<file path="src/design/rf_config.svh">
`ifndef RF_CONFIG_SVH
`define RF_CONFIG_SVH

////////////////////////////////////////////////////////////////////////////
// Register file geometry
////////////////////////////////////////////////////////////////////////////

// Architectural registers, register 0 included
`define RF_NUM_REGS 32

// Data bits per register
`define RF_DATA_WIDTH 32

// Hsiao check bits stored above the data
`define RF_ECC_WIDTH 7

// Read ports, one per source operand
`define RF_NUM_READ_PORTS 2

// Default depth of the command buffer
`define RF_CMD_FIFO_DEPTH 4

`endif

</file>
<file path="src/design/rf_cmd_pkg.sv">
package rf_cmd_pkg;

  //////////////////////////////////////////////////////////////////////////
  // Command stream
  //////////////////////////////////////////////////////////////////////////

  // Opcode of one command
  // A read returns two words, a write stores one
  typedef enum logic {
    CMD_READ  = 1'b0,
    CMD_WRITE = 1'b1
  } cmd_op_e;

  //////////////////////////////////////////////////////////////////////////
  // Access controller
  //////////////////////////////////////////////////////////////////////////

  // Idle accepts a command
  // Resp holds a read response until the consumer takes it
  typedef enum logic {
    CTRL_IDLE = 1'b0,
    CTRL_RESP = 1'b1
  } ctrl_state_e;

endpackage

</file>
<file path="src/design/rf_types_pkg.sv">
`include "rf_config.svh"

package rf_types_pkg;

  //////////////////////////////////////////////////////////////////////////
  // Data path vectors
  //////////////////////////////////////////////////////////////////////////

  // Register index, wide enough for every register
  typedef logic [$clog2(`RF_NUM_REGS)-1:0] rf_addr_t;

  // Plain data word as seen outside the register file
  typedef logic [`RF_DATA_WIDTH-1:0] rf_data_t;

  // Check bits of one word
  typedef logic [`RF_ECC_WIDTH-1:0] rf_ecc_t;

  // Stored codeword
  // Check bits sit in the upper part, data in the lower part
  typedef logic [`RF_ECC_WIDTH+`RF_DATA_WIDTH-1:0] rf_word_t;

endpackage

</file>
<file path="src/design/cmd_fifo.sv">
`include "rf_config.svh"

module cmd_fifo #(
  parameter int unsigned DEPTH = `RF_CMD_FIFO_DEPTH
) (
  input  logic                   clk,
  input  logic                   reset_i,

  // Push side
  input  logic                   in_valid_i,
  output logic                   in_ready_o,
  input  rf_cmd_pkg::cmd_op_e    in_op_i,
  input  rf_types_pkg::rf_addr_t in_addr_a_i,
  input  rf_types_pkg::rf_addr_t in_addr_b_i,
  input  rf_types_pkg::rf_data_t in_wdata_i,
  input  logic                   in_inject_i,

  // Pop side
  output logic                   out_valid_o,
  input  logic                   out_ready_i,
  output rf_cmd_pkg::cmd_op_e    out_op_o,
  output rf_types_pkg::rf_addr_t out_addr_a_o,
  output rf_types_pkg::rf_addr_t out_addr_b_o,
  output rf_types_pkg::rf_data_t out_wdata_o,
  output logic                   out_inject_o
);

  import rf_types_pkg::*;
  import rf_cmd_pkg::*;

  localparam int unsigned PTR_W = (DEPTH > 1) ? $clog2(DEPTH) : 1;
  localparam int unsigned CNT_W = $clog2(DEPTH + 1);
  localparam logic [PTR_W-1:0] LAST_IDX = PTR_W'(DEPTH - 1);
  localparam logic [CNT_W-1:0] FULL_CNT = CNT_W'(DEPTH);

  // Command fields kept side by side
  cmd_op_e  op_q     [DEPTH];
  rf_addr_t addr_a_q [DEPTH];
  rf_addr_t addr_b_q [DEPTH];
  rf_data_t wdata_q  [DEPTH];
  logic     inject_q [DEPTH];

  logic [PTR_W-1:0] wr_ptr_q;
  logic [PTR_W-1:0] rd_ptr_q;
  logic [CNT_W-1:0] count_q;

  logic push;
  logic pop;
  logic full;

  assign full = (count_q == FULL_CNT);

  // Full buffer still takes a command when the head leaves this cycle
  assign in_ready_o  = !full || out_ready_i;
  assign out_valid_o = (count_q != '0);

  assign push = in_valid_i && in_ready_o;
  assign pop  = out_valid_o && out_ready_i;

  // Head entry drives the output directly
  assign out_op_o     = op_q[rd_ptr_q];
  assign out_addr_a_o = addr_a_q[rd_ptr_q];
  assign out_addr_b_o = addr_b_q[rd_ptr_q];
  assign out_wdata_o  = wdata_q[rd_ptr_q];
  assign out_inject_o = inject_q[rd_ptr_q];

  // Pointers and occupancy
  always_ff @(posedge clk) begin
    if (reset_i) begin
      wr_ptr_q <= '0;
      rd_ptr_q <= '0;
      count_q  <= '0;
    end else begin
      if (push) begin
        wr_ptr_q <= (wr_ptr_q == LAST_IDX) ? '0 : wr_ptr_q + 1'b1;
      end
      if (pop) begin
        rd_ptr_q <= (rd_ptr_q == LAST_IDX) ? '0 : rd_ptr_q + 1'b1;
      end
      // Count only moves when exactly one side fires
      if (push && !pop) begin
        count_q <= count_q + 1'b1;
      end else if (pop && !push) begin
        count_q <= count_q - 1'b1;
      end
    end
  end

  // Payload storage
  always_ff @(posedge clk) begin
    if (push) begin
      op_q[wr_ptr_q]     <= in_op_i;
      addr_a_q[wr_ptr_q] <= in_addr_a_i;
      addr_b_q[wr_ptr_q] <= in_addr_b_i;
      wdata_q[wr_ptr_q]  <= in_wdata_i;
      inject_q[wr_ptr_q] <= in_inject_i;
    end
  end

endmodule

</file>
<file path="src/design/register_file.sv">
`include "rf_config.svh"

module register_file (
  input  logic                   clk,
  input  logic                   reset_i,

  // Read ports
  input  rf_types_pkg::rf_addr_t raddr_i [`RF_NUM_READ_PORTS],
  output rf_types_pkg::rf_word_t rdata_o [`RF_NUM_READ_PORTS],

  // Write port
  input  rf_types_pkg::rf_addr_t waddr_i,
  input  rf_types_pkg::rf_word_t wdata_i,
  input  logic                   we_i
);

  import rf_types_pkg::*;

  //////////////////////////////////////////////////////////////////////////
  // Storage
  //////////////////////////////////////////////////////////////////////////

  // Register 0 has no storage
  rf_word_t regs_q [1:`RF_NUM_REGS-1];

  logic write_en;

  // Writes to register 0 are dropped
  assign write_en = we_i && (waddr_i != '0);

  always_ff @(posedge clk) begin
    if (reset_i) begin
      // Zero codeword has zero check bits, so cleared registers read clean
      for (int r = 1; r < `RF_NUM_REGS; r++) begin
        regs_q[r] <= '0;
      end
    end else if (write_en) begin
      regs_q[waddr_i] <= wdata_i;
    end
  end

  //////////////////////////////////////////////////////////////////////////
  // Read ports
  //////////////////////////////////////////////////////////////////////////

  // Purely combinational, new data visible after the write edge
  generate
    for (genvar p = 0; p < `RF_NUM_READ_PORTS; p++) begin : g_rd_port
      always_comb begin
        if (raddr_i[p] == '0) begin
          rdata_o[p] = '0;
        end else begin
          rdata_o[p] = regs_q[raddr_i[p]];
        end
      end
    end
  endgenerate

endmodule

</file>
<file path="src/design/register_file_ecc.sv">
`include "rf_config.svh"

module register_file_ecc (
  // Write path
  input  rf_types_pkg::rf_data_t wdata_i,
  output rf_types_pkg::rf_word_t rf_wdata_o,

  // Read paths
  input  rf_types_pkg::rf_word_t rdata_i [`RF_NUM_READ_PORTS],

  // Any port carries a bad codeword
  output logic                   ecc_err_o
);

  import rf_types_pkg::*;

  //////////////////////////////////////////////////////////////////////////
  // Hsiao (39,32) parity masks
  //////////////////////////////////////////////////////////////////////////

  // One row per check bit
  // Every data column has odd weight, so single flips never alias to zero
  localparam rf_data_t HSIAO_MASK [`RF_ECC_WIDTH] = '{
    32'h2606_BD25,
    32'hDEBA_8050,
    32'h413D_89AA,
    32'h3123_4ED1,
    32'hC2C1_323B,
    32'h2DCC_624C,
    32'h9850_5586
  };

  //////////////////////////////////////////////////////////////////////////
  // Encoder
  //////////////////////////////////////////////////////////////////////////

  rf_ecc_t wr_check;

  always_comb begin
    for (int i = 0; i < `RF_ECC_WIDTH; i++) begin
      wr_check[i] = ^(wdata_i & HSIAO_MASK[i]);
    end
  end

  // Check bits above the data
  assign rf_wdata_o = {wr_check, wdata_i};

  //////////////////////////////////////////////////////////////////////////
  // Syndrome check
  //////////////////////////////////////////////////////////////////////////

  rf_data_t rd_data   [`RF_NUM_READ_PORTS];
  rf_ecc_t  rd_check  [`RF_NUM_READ_PORTS];
  rf_ecc_t  syndrome  [`RF_NUM_READ_PORTS];
  logic [`RF_NUM_READ_PORTS-1:0] port_err;

  generate
    for (genvar p = 0; p < `RF_NUM_READ_PORTS; p++) begin : g_chk_port
      assign rd_data[p]  = rdata_i[p][`RF_DATA_WIDTH-1:0];
      assign rd_check[p] = rdata_i[p][`RF_DATA_WIDTH +: `RF_ECC_WIDTH];

      // Recompute check bits and compare against the stored ones
      always_comb begin
        for (int i = 0; i < `RF_ECC_WIDTH; i++) begin
          syndrome[p][i] = rd_check[p][i] ^ (^(rd_data[p] & HSIAO_MASK[i]));
        end
      end

      // Detection only, nonzero syndrome is an error
      assign port_err[p] = |syndrome[p];
    end
  endgenerate

  assign ecc_err_o = |port_err;

endmodule

</file>
<file path="src/design/register_file_wrapper.sv">
`include "rf_config.svh"

module register_file_wrapper (
  input  logic                   clk,
  input  logic                   reset_i,

  // Read ports
  input  rf_types_pkg::rf_addr_t raddr_i [`RF_NUM_READ_PORTS],
  output rf_types_pkg::rf_data_t rdata_o [`RF_NUM_READ_PORTS],

  // Write port
  input  rf_types_pkg::rf_addr_t waddr_i,
  input  rf_types_pkg::rf_data_t wdata_i,
  input  logic                   we_i,
  input  logic                   inject_i,

  // ECC
  output logic                   ecc_err_o
);

  import rf_types_pkg::*;

  rf_word_t enc_wdata;
  rf_word_t inject_mask;
  rf_word_t store_wdata;
  rf_word_t rf_rdata [`RF_NUM_READ_PORTS];

  // Self test flips data bit 0 of the codeword
  assign inject_mask = rf_word_t'(inject_i);
  assign store_wdata = enc_wdata ^ inject_mask;

  register_file register_file_i (
    .clk     (clk),
    .reset_i (reset_i),
    .raddr_i (raddr_i),
    .rdata_o (rf_rdata),
    .waddr_i (waddr_i),
    .wdata_i (store_wdata),
    .we_i    (we_i)
  );

  register_file_ecc register_file_ecc_i (
    .wdata_i    (wdata_i),
    .rf_wdata_o (enc_wdata),
    .rdata_i    (rf_rdata),
    .ecc_err_o  (ecc_err_o)
  );

  // Strip check bits, a corrupted bit is returned as stored
  generate
    for (genvar p = 0; p < `RF_NUM_READ_PORTS; p++) begin : g_strip
      assign rdata_o[p] = rf_rdata[p][`RF_DATA_WIDTH-1:0];
    end
  endgenerate

endmodule

</file>
<file path="src/design/rf_access_ctrl.sv">
module rf_access_ctrl (
  input  logic                   clk,
  input  logic                   reset_i,

  // Command from the buffer
  input  logic                   cmd_valid_i,
  output logic                   cmd_ready_o,
  input  rf_cmd_pkg::cmd_op_e    cmd_op_i,
  input  rf_types_pkg::rf_addr_t cmd_addr_a_i,
  input  rf_types_pkg::rf_addr_t cmd_addr_b_i,
  input  rf_types_pkg::rf_data_t cmd_wdata_i,
  input  logic                   cmd_inject_i,

  // Register file access
  output rf_types_pkg::rf_addr_t rf_raddr_a_o,
  output rf_types_pkg::rf_addr_t rf_raddr_b_o,
  output rf_types_pkg::rf_addr_t rf_waddr_o,
  output rf_types_pkg::rf_data_t rf_wdata_o,
  output logic                   rf_we_o,
  output logic                   rf_inject_o,
  input  rf_types_pkg::rf_data_t rf_rdata_a_i,
  input  rf_types_pkg::rf_data_t rf_rdata_b_i,
  input  logic                   rf_ecc_err_i,

  // Read response
  output logic                   rsp_valid_o,
  input  logic                   rsp_ready_i,
  output rf_types_pkg::rf_data_t rsp_rdata_a_o,
  output rf_types_pkg::rf_data_t rsp_rdata_b_o,
  output logic                   rsp_ecc_err_o
);

  import rf_types_pkg::*;
  import rf_cmd_pkg::*;

  ctrl_state_e state_q;
  ctrl_state_e state_d;

  logic pop;
  logic pop_read;

  rf_data_t rsp_rdata_a_q;
  rf_data_t rsp_rdata_b_q;
  logic     rsp_ecc_err_q;

  // Commands only leave the buffer while idle
  assign cmd_ready_o = (state_q == CTRL_IDLE);
  assign pop         = cmd_valid_i && cmd_ready_o;
  assign pop_read    = pop && (cmd_op_i == CMD_READ);

  // Addresses straight from the head command
  assign rf_raddr_a_o = cmd_addr_a_i;
  assign rf_raddr_b_o = cmd_addr_b_i;
  assign rf_waddr_o   = cmd_addr_a_i;
  assign rf_wdata_o   = cmd_wdata_i;
  assign rf_inject_o  = cmd_inject_i;

  // One cycle write enable per popped write
  assign rf_we_o = pop && (cmd_op_i == CMD_WRITE);

  //////////////////////////////////////////////////////////////////////////
  // FSM
  //////////////////////////////////////////////////////////////////////////

  always_comb begin
    state_d = state_q;
    case (state_q)
      CTRL_IDLE: begin
        if (pop_read) begin
          state_d = CTRL_RESP;
        end
      end
      CTRL_RESP: begin
        // Leave once the consumer has taken the words
        if (rsp_ready_i) begin
          state_d = CTRL_IDLE;
        end
      end
      default: state_d = CTRL_IDLE;
    endcase
  end

  always_ff @(posedge clk) begin
    if (reset_i) begin
      state_q <= CTRL_IDLE;
    end else begin
      state_q <= state_d;
    end
  end

  // Response payload, captured on read pop and held in RESP
  always_ff @(posedge clk) begin
    if (pop_read) begin
      rsp_rdata_a_q <= rf_rdata_a_i;
      rsp_rdata_b_q <= rf_rdata_b_i;
      rsp_ecc_err_q <= rf_ecc_err_i;
    end
  end

  assign rsp_valid_o   = (state_q == CTRL_RESP);
  assign rsp_rdata_a_o = rsp_rdata_a_q;
  assign rsp_rdata_b_o = rsp_rdata_b_q;
  assign rsp_ecc_err_o = rsp_ecc_err_q;

endmodule

</file>
<file path="src/design/rf_subsys_top.sv">
`include "rf_config.svh"

module rf_subsys_top (
  input  logic                   clk,
  input  logic                   reset_i,

  // Command stream
  input  logic                   cmd_valid_i,
  output logic                   cmd_ready_o,
  input  rf_cmd_pkg::cmd_op_e    cmd_op_i,
  input  rf_types_pkg::rf_addr_t cmd_addr_a_i,
  input  rf_types_pkg::rf_addr_t cmd_addr_b_i,
  input  rf_types_pkg::rf_data_t cmd_wdata_i,
  input  logic                   cmd_inject_i,

  // Response stream
  output logic                   rsp_valid_o,
  input  logic                   rsp_ready_i,
  output rf_types_pkg::rf_data_t rsp_rdata_a_o,
  output rf_types_pkg::rf_data_t rsp_rdata_b_o,
  output logic                   rsp_ecc_err_o
);

  import rf_types_pkg::*;
  import rf_cmd_pkg::*;

  // Buffer to controller
  logic     q_valid;
  logic     q_ready;
  cmd_op_e  q_op;
  rf_addr_t q_addr_a;
  rf_addr_t q_addr_b;
  rf_data_t q_wdata;
  logic     q_inject;

  // Controller to wrapper
  rf_addr_t rf_raddr_a;
  rf_addr_t rf_raddr_b;
  rf_addr_t rf_waddr;
  rf_data_t rf_wdata;
  logic     rf_we;
  logic     rf_inject;
  logic     rf_ecc_err;
  rf_addr_t rf_raddr [`RF_NUM_READ_PORTS];
  rf_data_t rf_rdata [`RF_NUM_READ_PORTS];

  // Port 0 carries operand a, port 1 operand b
  assign rf_raddr[0] = rf_raddr_a;
  assign rf_raddr[1] = rf_raddr_b;

  cmd_fifo #(
    .DEPTH (`RF_CMD_FIFO_DEPTH)
  ) cmd_fifo_i (
    .clk          (clk),
    .reset_i      (reset_i),
    .in_valid_i   (cmd_valid_i),
    .in_ready_o   (cmd_ready_o),
    .in_op_i      (cmd_op_i),
    .in_addr_a_i  (cmd_addr_a_i),
    .in_addr_b_i  (cmd_addr_b_i),
    .in_wdata_i   (cmd_wdata_i),
    .in_inject_i  (cmd_inject_i),
    .out_valid_o  (q_valid),
    .out_ready_i  (q_ready),
    .out_op_o     (q_op),
    .out_addr_a_o (q_addr_a),
    .out_addr_b_o (q_addr_b),
    .out_wdata_o  (q_wdata),
    .out_inject_o (q_inject)
  );

  rf_access_ctrl rf_access_ctrl_i (
    .clk           (clk),
    .reset_i       (reset_i),
    .cmd_valid_i   (q_valid),
    .cmd_ready_o   (q_ready),
    .cmd_op_i      (q_op),
    .cmd_addr_a_i  (q_addr_a),
    .cmd_addr_b_i  (q_addr_b),
    .cmd_wdata_i   (q_wdata),
    .cmd_inject_i  (q_inject),
    .rf_raddr_a_o  (rf_raddr_a),
    .rf_raddr_b_o  (rf_raddr_b),
    .rf_waddr_o    (rf_waddr),
    .rf_wdata_o    (rf_wdata),
    .rf_we_o       (rf_we),
    .rf_inject_o   (rf_inject),
    .rf_rdata_a_i  (rf_rdata[0]),
    .rf_rdata_b_i  (rf_rdata[1]),
    .rf_ecc_err_i  (rf_ecc_err),
    .rsp_valid_o   (rsp_valid_o),
    .rsp_ready_i   (rsp_ready_i),
    .rsp_rdata_a_o (rsp_rdata_a_o),
    .rsp_rdata_b_o (rsp_rdata_b_o),
    .rsp_ecc_err_o (rsp_ecc_err_o)
  );

  register_file_wrapper register_file_wrapper_i (
    .clk       (clk),
    .reset_i   (reset_i),
    .raddr_i   (rf_raddr),
    .rdata_o   (rf_rdata),
    .waddr_i   (rf_waddr),
    .wdata_i   (rf_wdata),
    .we_i      (rf_we),
    .inject_i  (rf_inject),
    .ecc_err_o (rf_ecc_err)
  );

endmodule

</file>
<file path="config.mk">
export PLATFORM = sky130hd
export DESIGN_NAME = rf_subsys_top
export DESIGN_NICKNAME = d
export VERILOG_FILES = /design/src/design/rf_cmd_pkg.sv /design/src/design/rf_types_pkg.sv /design/src/design/cmd_fifo.sv /design/src/design/register_file.sv /design/src/design/register_file_ecc.sv /design/src/design/register_file_wrapper.sv /design/src/design/rf_access_ctrl.sv /design/src/design/rf_subsys_top.sv
export VERILOG_INCLUDE_DIRS = /design/src /design/src/design
export SDC_FILE = /design/constraint.sdc
export NUM_CORES = 2
export LEC_CHECK = 0
export BUFFER_PORTS_ARGS = -buffer_cell sky130_fd_sc_hd__buf_2
export CORE_ASPECT_RATIO = 0.8
export CORE_MARGIN = 2
export CORE_UTILIZATION = 45
export CTS_CLUSTER_SIZE = 14
export DETAILED_ROUTE_END_ITERATION = 7
export PLACE_DENSITY = 0.62
export SYNTH_ARGS = -nofsm -noshare
export SYNTH_HDL_FRONTEND = slang
export SYNTH_HIERARCHICAL = 1
export SYNTH_SLANG_ARGS = --single-unit
</file>
<file path="constraint.sdc">
create_clock -name clk -period 4.5 [get_ports clk]
set_input_delay 0.675 -clock clk [delete_from_list [all_inputs] [get_ports clk]]
set_output_delay 0.675 -clock clk [all_outputs]
set_load 0.01 [all_outputs]
</file>
# Word level (Yosys, flattened, before mapping)
# Memories as Yosys holds them, arrays and structs flattened. A register that Yosys moved wholly into a read port is not among the register bits.
# Cells that the tools add are included.
dict set report op_classes {
  n_addsub 4
  mul 0
  div 0
  n_lt_le_gt_ge 0
  eq_ne 3
  shift 0
  muxes 29
  n_bitwise 17
  n_reduce_logical 39
}
# op count
set op_table {}
lappend op_table {{$reduce_xor 32->1} 21}
lappend op_table {{$mux 39} 3}
lappend op_table {{$reduce_or 39->1} 1}
lappend op_table {{$xor 39x1->39} 1}
lappend op_table {{$mux 2} 12}
lappend op_table {{$reduce_or 14->1} 1}
lappend op_table {{$xor 1x1->1} 14}
lappend op_table {{$logic_not 5->1} 2}
lappend op_table {{$mux 1} 10}
lappend op_table {{$logic_and 1x1->1} 7}
lappend op_table {{$mux 3} 2}
lappend op_table {{$mux 5} 1}
lappend op_table {{$reduce_bool 5->1} 1}
lappend op_table {{$add 2x1->2 const B} 2}
lappend op_table {{$eq 2x2->1 const B} 2}
lappend op_table {{$add 3x1->3 const B} 1}
lappend op_table {{$eq 3x3->1 const B} 1}
lappend op_table {{$logic_not 1->1} 3}
lappend op_table {{$reduce_bool 3->1} 1}
lappend op_table {{$sub 3x1->3 const B} 1}
lappend op_table {{$not 1->1} 2}
lappend op_table {{$pmux 1 s2} 1}
lappend op_table {{$reduce_bool 2->1} 1}
lappend op_table {{$logic_or 1x1->1} 1}
dict set report word_totals {
  regBits 73
  latchBits 0
  ram_bits 1385
  rom_bits 0
  elab_cells 105
  n_memories 6
}
# name words width read_ports rd_clocked_by_memory_dff wr line_no
set memory_table {}
lappend memory_table {register_file_wrapper_i.register_file_i.regs_q 31 39 2 0 31 register_file.sv:24} ;# rf_word_t regs_q [1:`RF_NUM_REGS-1];
lappend memory_table {cmd_fifo_i.wdata_q 4 32 1 1 1 cmd_fifo.sv:40} ;# rf_data_t wdata_q [DEPTH];
lappend memory_table {cmd_fifo_i.addr_a_q 4 5 1 1 1 cmd_fifo.sv:38} ;# rf_addr_t addr_a_q [DEPTH];
lappend memory_table {cmd_fifo_i.addr_b_q 4 5 1 1 1 cmd_fifo.sv:39} ;# rf_addr_t addr_b_q [DEPTH];
lappend memory_table {cmd_fifo_i.inject_q 4 1 1 1 1 cmd_fifo.sv:41} ;# logic inject_q [DEPTH];
lappend memory_table {cmd_fifo_i.op_q 4 1 1 1 1 cmd_fifo.sv:37} ;# cmd_op_e op_q [DEPTH];

# Logic depth before layout (Yosys ltp)
dict set report depth {
  ltp_word 9
  depth_mapped 20
  mapped_depth_nobuf 11
}

# Hierarchy
# The synthesis kept the hierarchy.
# mod n_inst cells_per_inst area_per_inst_um2 seq_area_each_um2
set by_module_without_submodules {}
lappend by_module_without_submodules {register_file 1 4307 66032.1 37475.9}
lappend by_module_without_submodules {cmd_fifo 1 278 6809.0 5465.2}
lappend by_module_without_submodules {rf_access_ctrl 1 119 2372.3 1971.9}
lappend by_module_without_submodules {register_file_ecc 1 230 2312.2 0.0}
lappend by_module_without_submodules {register_file_wrapper 1 1 8.8 0.0}

# Worst setup path before layout
# No wires, ideal clock.
dict set report synth_timing {
  path_kind {reg-to-reg}
  start {register (tool-made name)}
  end {register rf_access_ctrl_i.rsp_ecc_err_q (netlist: rf_access_ctrl_i/rsp_ecc_err_o) (data pin)}
  arrival_ps 4609
  slack_ps -377
  path_stages_with_launch 18
  path_buffers 6
  synth_period_minus_slack_ps 4877
  cell_sequence {dfxtp_1 buf_2 buf_2 mux4_2 buf_4 buf_2 buf_6 buf_6 mux4_2 a22o_1 a2111oi_0 nor3_1 xor3_1 xnor3_1 xor2_1 or3_1 a211oi_2 o221ai_2}
}
# item line_no
set synth_rtl {}
lappend synth_rtl {{to (signal assigned)} rf_access_ctrl.sv:96} ;# rsp_ecc_err_q <= rf_ecc_err_i;
lappend synth_rtl {{to (decl)} rf_access_ctrl.sv:44} ;# logic rsp_ecc_err_q;

==> flow_metrics.py <==
metrics = {
    "placed_design": {
        "place_area_um2": 84190,
        "gp_congestion": 0.9567,
        "io_buffers": 114,
        "dpl.hpwl_um": 173700,
    },
    "min_path": {
        "hp-class": "primary input to flop",
        "min_path_cells": 1,
        "worstHoldEndpoint": "cmd_fifo_i/op_q[2]$_DFFE_PP_",
        "worstHoldStart": "cmd_op_i",
    },
    "cts": {
        "h-tree-depth": 4,
        "cts_buffers": 157,
        "clkSlewWorstSetupHoldPaths_ns": 0.06,
        "cts-root-buf": "clkbuf_16",
        "hold_buffers": 0,
        "clk_path_buf_depth": 3,
        "clock_sinks": 1499,
        "clock_latency_ns": 0.82,
        "cts_tree": "built",
    },
    "timing": {
        "timing.final.max_slew_violations": 0,
        "post-route-period-util_pct": 111.2,
        "holdWs_ns": 0.08152,
        "rsz0062_at_grt": "yes",
        "maxSlewHeadroom_pct": 12.84,
        "fin_ws_ns": -0.5027,
        "final.setup_skew_ns": 0.03554,
        "setup_violations": 1,
        "max_freq_ghz": 0.1999,
        "hold_violations": 0,
        "tightest_slew_ns": 1.307,
        "tns_ns": -0.5027,
        "fin_crit_ns": 5.003,
    },
    "die": {
        "io_pins": 115,
        "core_area_um2": 171500,
        "die-area_um2": 175700,
        "dieWidth_um": 468.1,
        "die_h_um": 375.3,
        "initial_core_util_pct": 45.20,
        "core.rowCount": 136,
    },
    "final_layout": {
        "layout_commonest_cell": "edfxtp_1",
        "fin_nets": 5333,
        "drive_gt1_share_pct": 32.54,
        "final_cell_area_um2": 90210,
        "final_cell_mix": "1489 x edfxtp_1, 1212 x and2_1, 589 x mux4_2",
        "synthToLayoutAreaGrowth_pct": 16.35,
    },
    "detailed_routing": {
        "finalWirelength_um": 267400,
        "dr.pass1.iters": 6,
        "viasPerCell": 6.352,
        "drtIter0Drc": 7532,
        "route.vias.total": 48830,
        "antenna_left": 0,
        "post_drt_wl_per_cell_um": 34.79,
        "drc": 0,
    },
    "run_status": {
        "violations": "setup timing",
        "outcome": "finished with violations",
    },
    "grt": {
        "grt_pass1_wl_um": 370200,
        "grt_use_total_pct": 30.10,
        "overflow": 0,
        "antenna_found_initial": 26,
        "grt_max_degree": 44,
        "grt_pass1_vias": 48560,
    },
    "synthesis": {
        "yosys_warnings": 6,
        "synthFlopType": "edfxtp_1",
        "synth-edff-count": 1489,
        "async_flop_share_pct": 0,
        "synth_area_um2": 77530,
        "syn_inst": 4935,
        "ys_types": 65,
        "synth_seq_cells": 1499,
        "yosysSeqAreaShare_pct": 57.93,
        "synth_area_per_cell_um2": 15.71,
    },
    "worst_setup_path": {
        "reg2regPathDepth": 16,
        "crit_type": "flop to flop",
        "end_kind": "flop",
        "reg2reg_slack_ns": -0.50,
        "crit_required_ns": 5.05,
        "worstReg2RegEnd": "rf_access_ctrl_i/rsp_ecc_err_o$_DFFE_PP_",
        "start_kind": "flop",
        "crit_arrival_ns": 5.55,
        "crit_fanout": 14,
    },
    "job": {
        "max_cap_violations": 0,
    },
}
==> Yosys cell counts (3+ instances only) <==
cell | count | area, um2
mux4_2 | 595 | 13400
a2111oi_0 | 66 | 578.1
xnor2_1 | 135 | 1182
clkbuf_1 | 339 | 1272
or2_1 | 8 | 50.05
a32o_1 | 6 | 60.06
a311oi_1 | 8 | 70.07
nand3_1 | 13 | 65.06
xnor3_1 | 24 | 540.5
mux2_2 | 43 | 484.2
clkbuf_4 | 3 | 22.52
mux2i_1 | 222 | 2222
buf_1 | 18 | 67.56
buf_6 | 34 | 382.9
o22ai_1 | 128 | 800.8
a22oi_1 | 30 | 225.2
and3_2 | 5 | 37.54
and3_1 | 3 | 18.77
nand3b_1 | 4 | 30.03
nor2b_1 | 14 | 87.58
a21oi_1 | 17 | 85.08
nor2_1 | 40 | 150.1
dfxtp_1 | 10 | 200.2
a211oi_1 | 8 | 60.06
buf_4 | 103 | 773.2
nand2b_1 | 9 | 56.30
xor2_1 | 31 | 271.5
nor3_1 | 71 | 355.3
inv_1 | 5 | 18.77
or2_2 | 25 | 156.4
nand2_1 | 26 | 97.59
or3_1 | 6 | 37.54
buf_2 | 76 | 380.4
and2_1 | 1213 | 7589
ha_1 | 6 | 75.07
edfxtp_1 | 1489 | 44710
a22o_1 | 66 | 578.1
a31oi_1 | 6 | 37.54
==> worst max-delay path by stage <==
stage	slack, ns	depth (start not counted)	end	from
2_1_floorplan	0.04	19	rf_access_ctrl_i/rsp_ecc_err_o$_DFFE_PP_	flop
3_3_place_gp	-0.74	16	rf_access_ctrl_i/rsp_ecc_err_o$_DFFE_PP_	flop
3_5_place_dp	-0.70	15	rf_access_ctrl_i/rsp_ecc_err_o$_DFFE_PP_	flop
4_1_cts	-0.42	15	rf_access_ctrl_i/rsp_ecc_err_o$_DFFE_PP_	flop
5_1_grt	-0.56	16	rf_access_ctrl_i/rsp_ecc_err_o$_DFFE_PP_	flop
6_report	-0.50	16	rf_access_ctrl_i/rsp_ecc_err_o$_DFFE_PP_	flop
==> flip-flops by register name, indices dropped and copies added (netlist names), named ones only <==
name	count
register_file_wrapper_i/register_file_i/regs_q	1248
cmd_fifo_i/addr_a_q	20
cmd_fifo_i/wdata_q	128
cmd_fifo_i/op_q	4
cmd_fifo_i/count_q	3
cmd_fifo_i/wr_ptr_q	2
rf_access_ctrl_i/rsp_valid_o	1
rf_access_ctrl_i/rsp_rdata_b_o	32
rf_access_ctrl_i/rsp_rdata_a_o	32
cmd_fifo_i/addr_b_q	20
cmd_fifo_i/inject_q	4
cmd_fifo_i/rd_ptr_q	2
rf_access_ctrl_i/rsp_ecc_err_o	1
==> stage by stage <==
stage,util [%],setup slack (ns),std cells
floorplan,-,0.04081,4973
global placement,49.09,-0.7370,7380
detailed placement,49.09,-0.6997,7380
CTS,52.25,-0.4207,7670
global route,52.59,-0.5610,7684
finish,52.59,-0.5027,7688
==> final cells by class <==
class	count	area, um2
Fill cell	13750	81320
Sequential cell	1499	44920
Multi-Input combinational cell	2896	30940
Timing Repair Buffer	718	6420
Clock buffer	193	4138
Tap cell	2277	2849
Clock inverter	93	904.6
Inverter	6	22.52
Antenna cell	6	15.01
==> cells by family (layout without fill, tap and decap cells) <==
kind of cell | after synthesis | after routing | synth area share, %
and+or+nand+nor | 1452 | 1453 | 11.45
buffers and inverters | 579 | 1010 | 3.768
AOI/OAI and AO/OA | 346 | 346 | 3.353
other | 1 | 45 | 0.004837
DFF | 1499 | 1499 | 57.93
adders and majority gates | 7 | 7 | 0.1226
xor gates and xnor gates | 191 | 191 | 2.603
muxes | 860 | 860 | 20.77
==> per-layer routing <==
metal | vias to the layer above | wire [um] | track usage, %
li1 | 19670 | - | -
met1 | 25460 | 105700 | 43.15
met2 | 3218 | 116800 | 44.06
met3 | 485 | 32910 | 7.708
met4 | 2 | 11930 | 11.77
met5 | - | 12 | 0
==> worst max-delay path, stage by stage (launching register included) <==
cell	delay [ns]
dfxtp_4	0.41
mux4_2	0.68
buf_4	0.20
buf_4	0.23
nor2_4	0.24
buf_4	0.25
buf_4	0.26
buf_12	0.15
a2111oi_0	0.09
buf_4	0.17
nor3_1	0.68
xor2_1	0.27
xnor3_1	0.39
xnor3_1	0.25
nand4_1	0.12
a211oi_2	0.20
o221ai_2	0.12
==> what timing repair did <==
| item | CTS | global route |
|---|---|---|
| setup buffers | 2 | 9 |
| endpoints found under the setup margin | 1 | 40 |
| cloned | 2 | 3 |
| resized for setup | 68 | 86 |
| pin swaps | 8 | 14 |
Power is not shown: default switching activity piles up to over one toggle a cycle in this logic, so the estimate is an artifact.
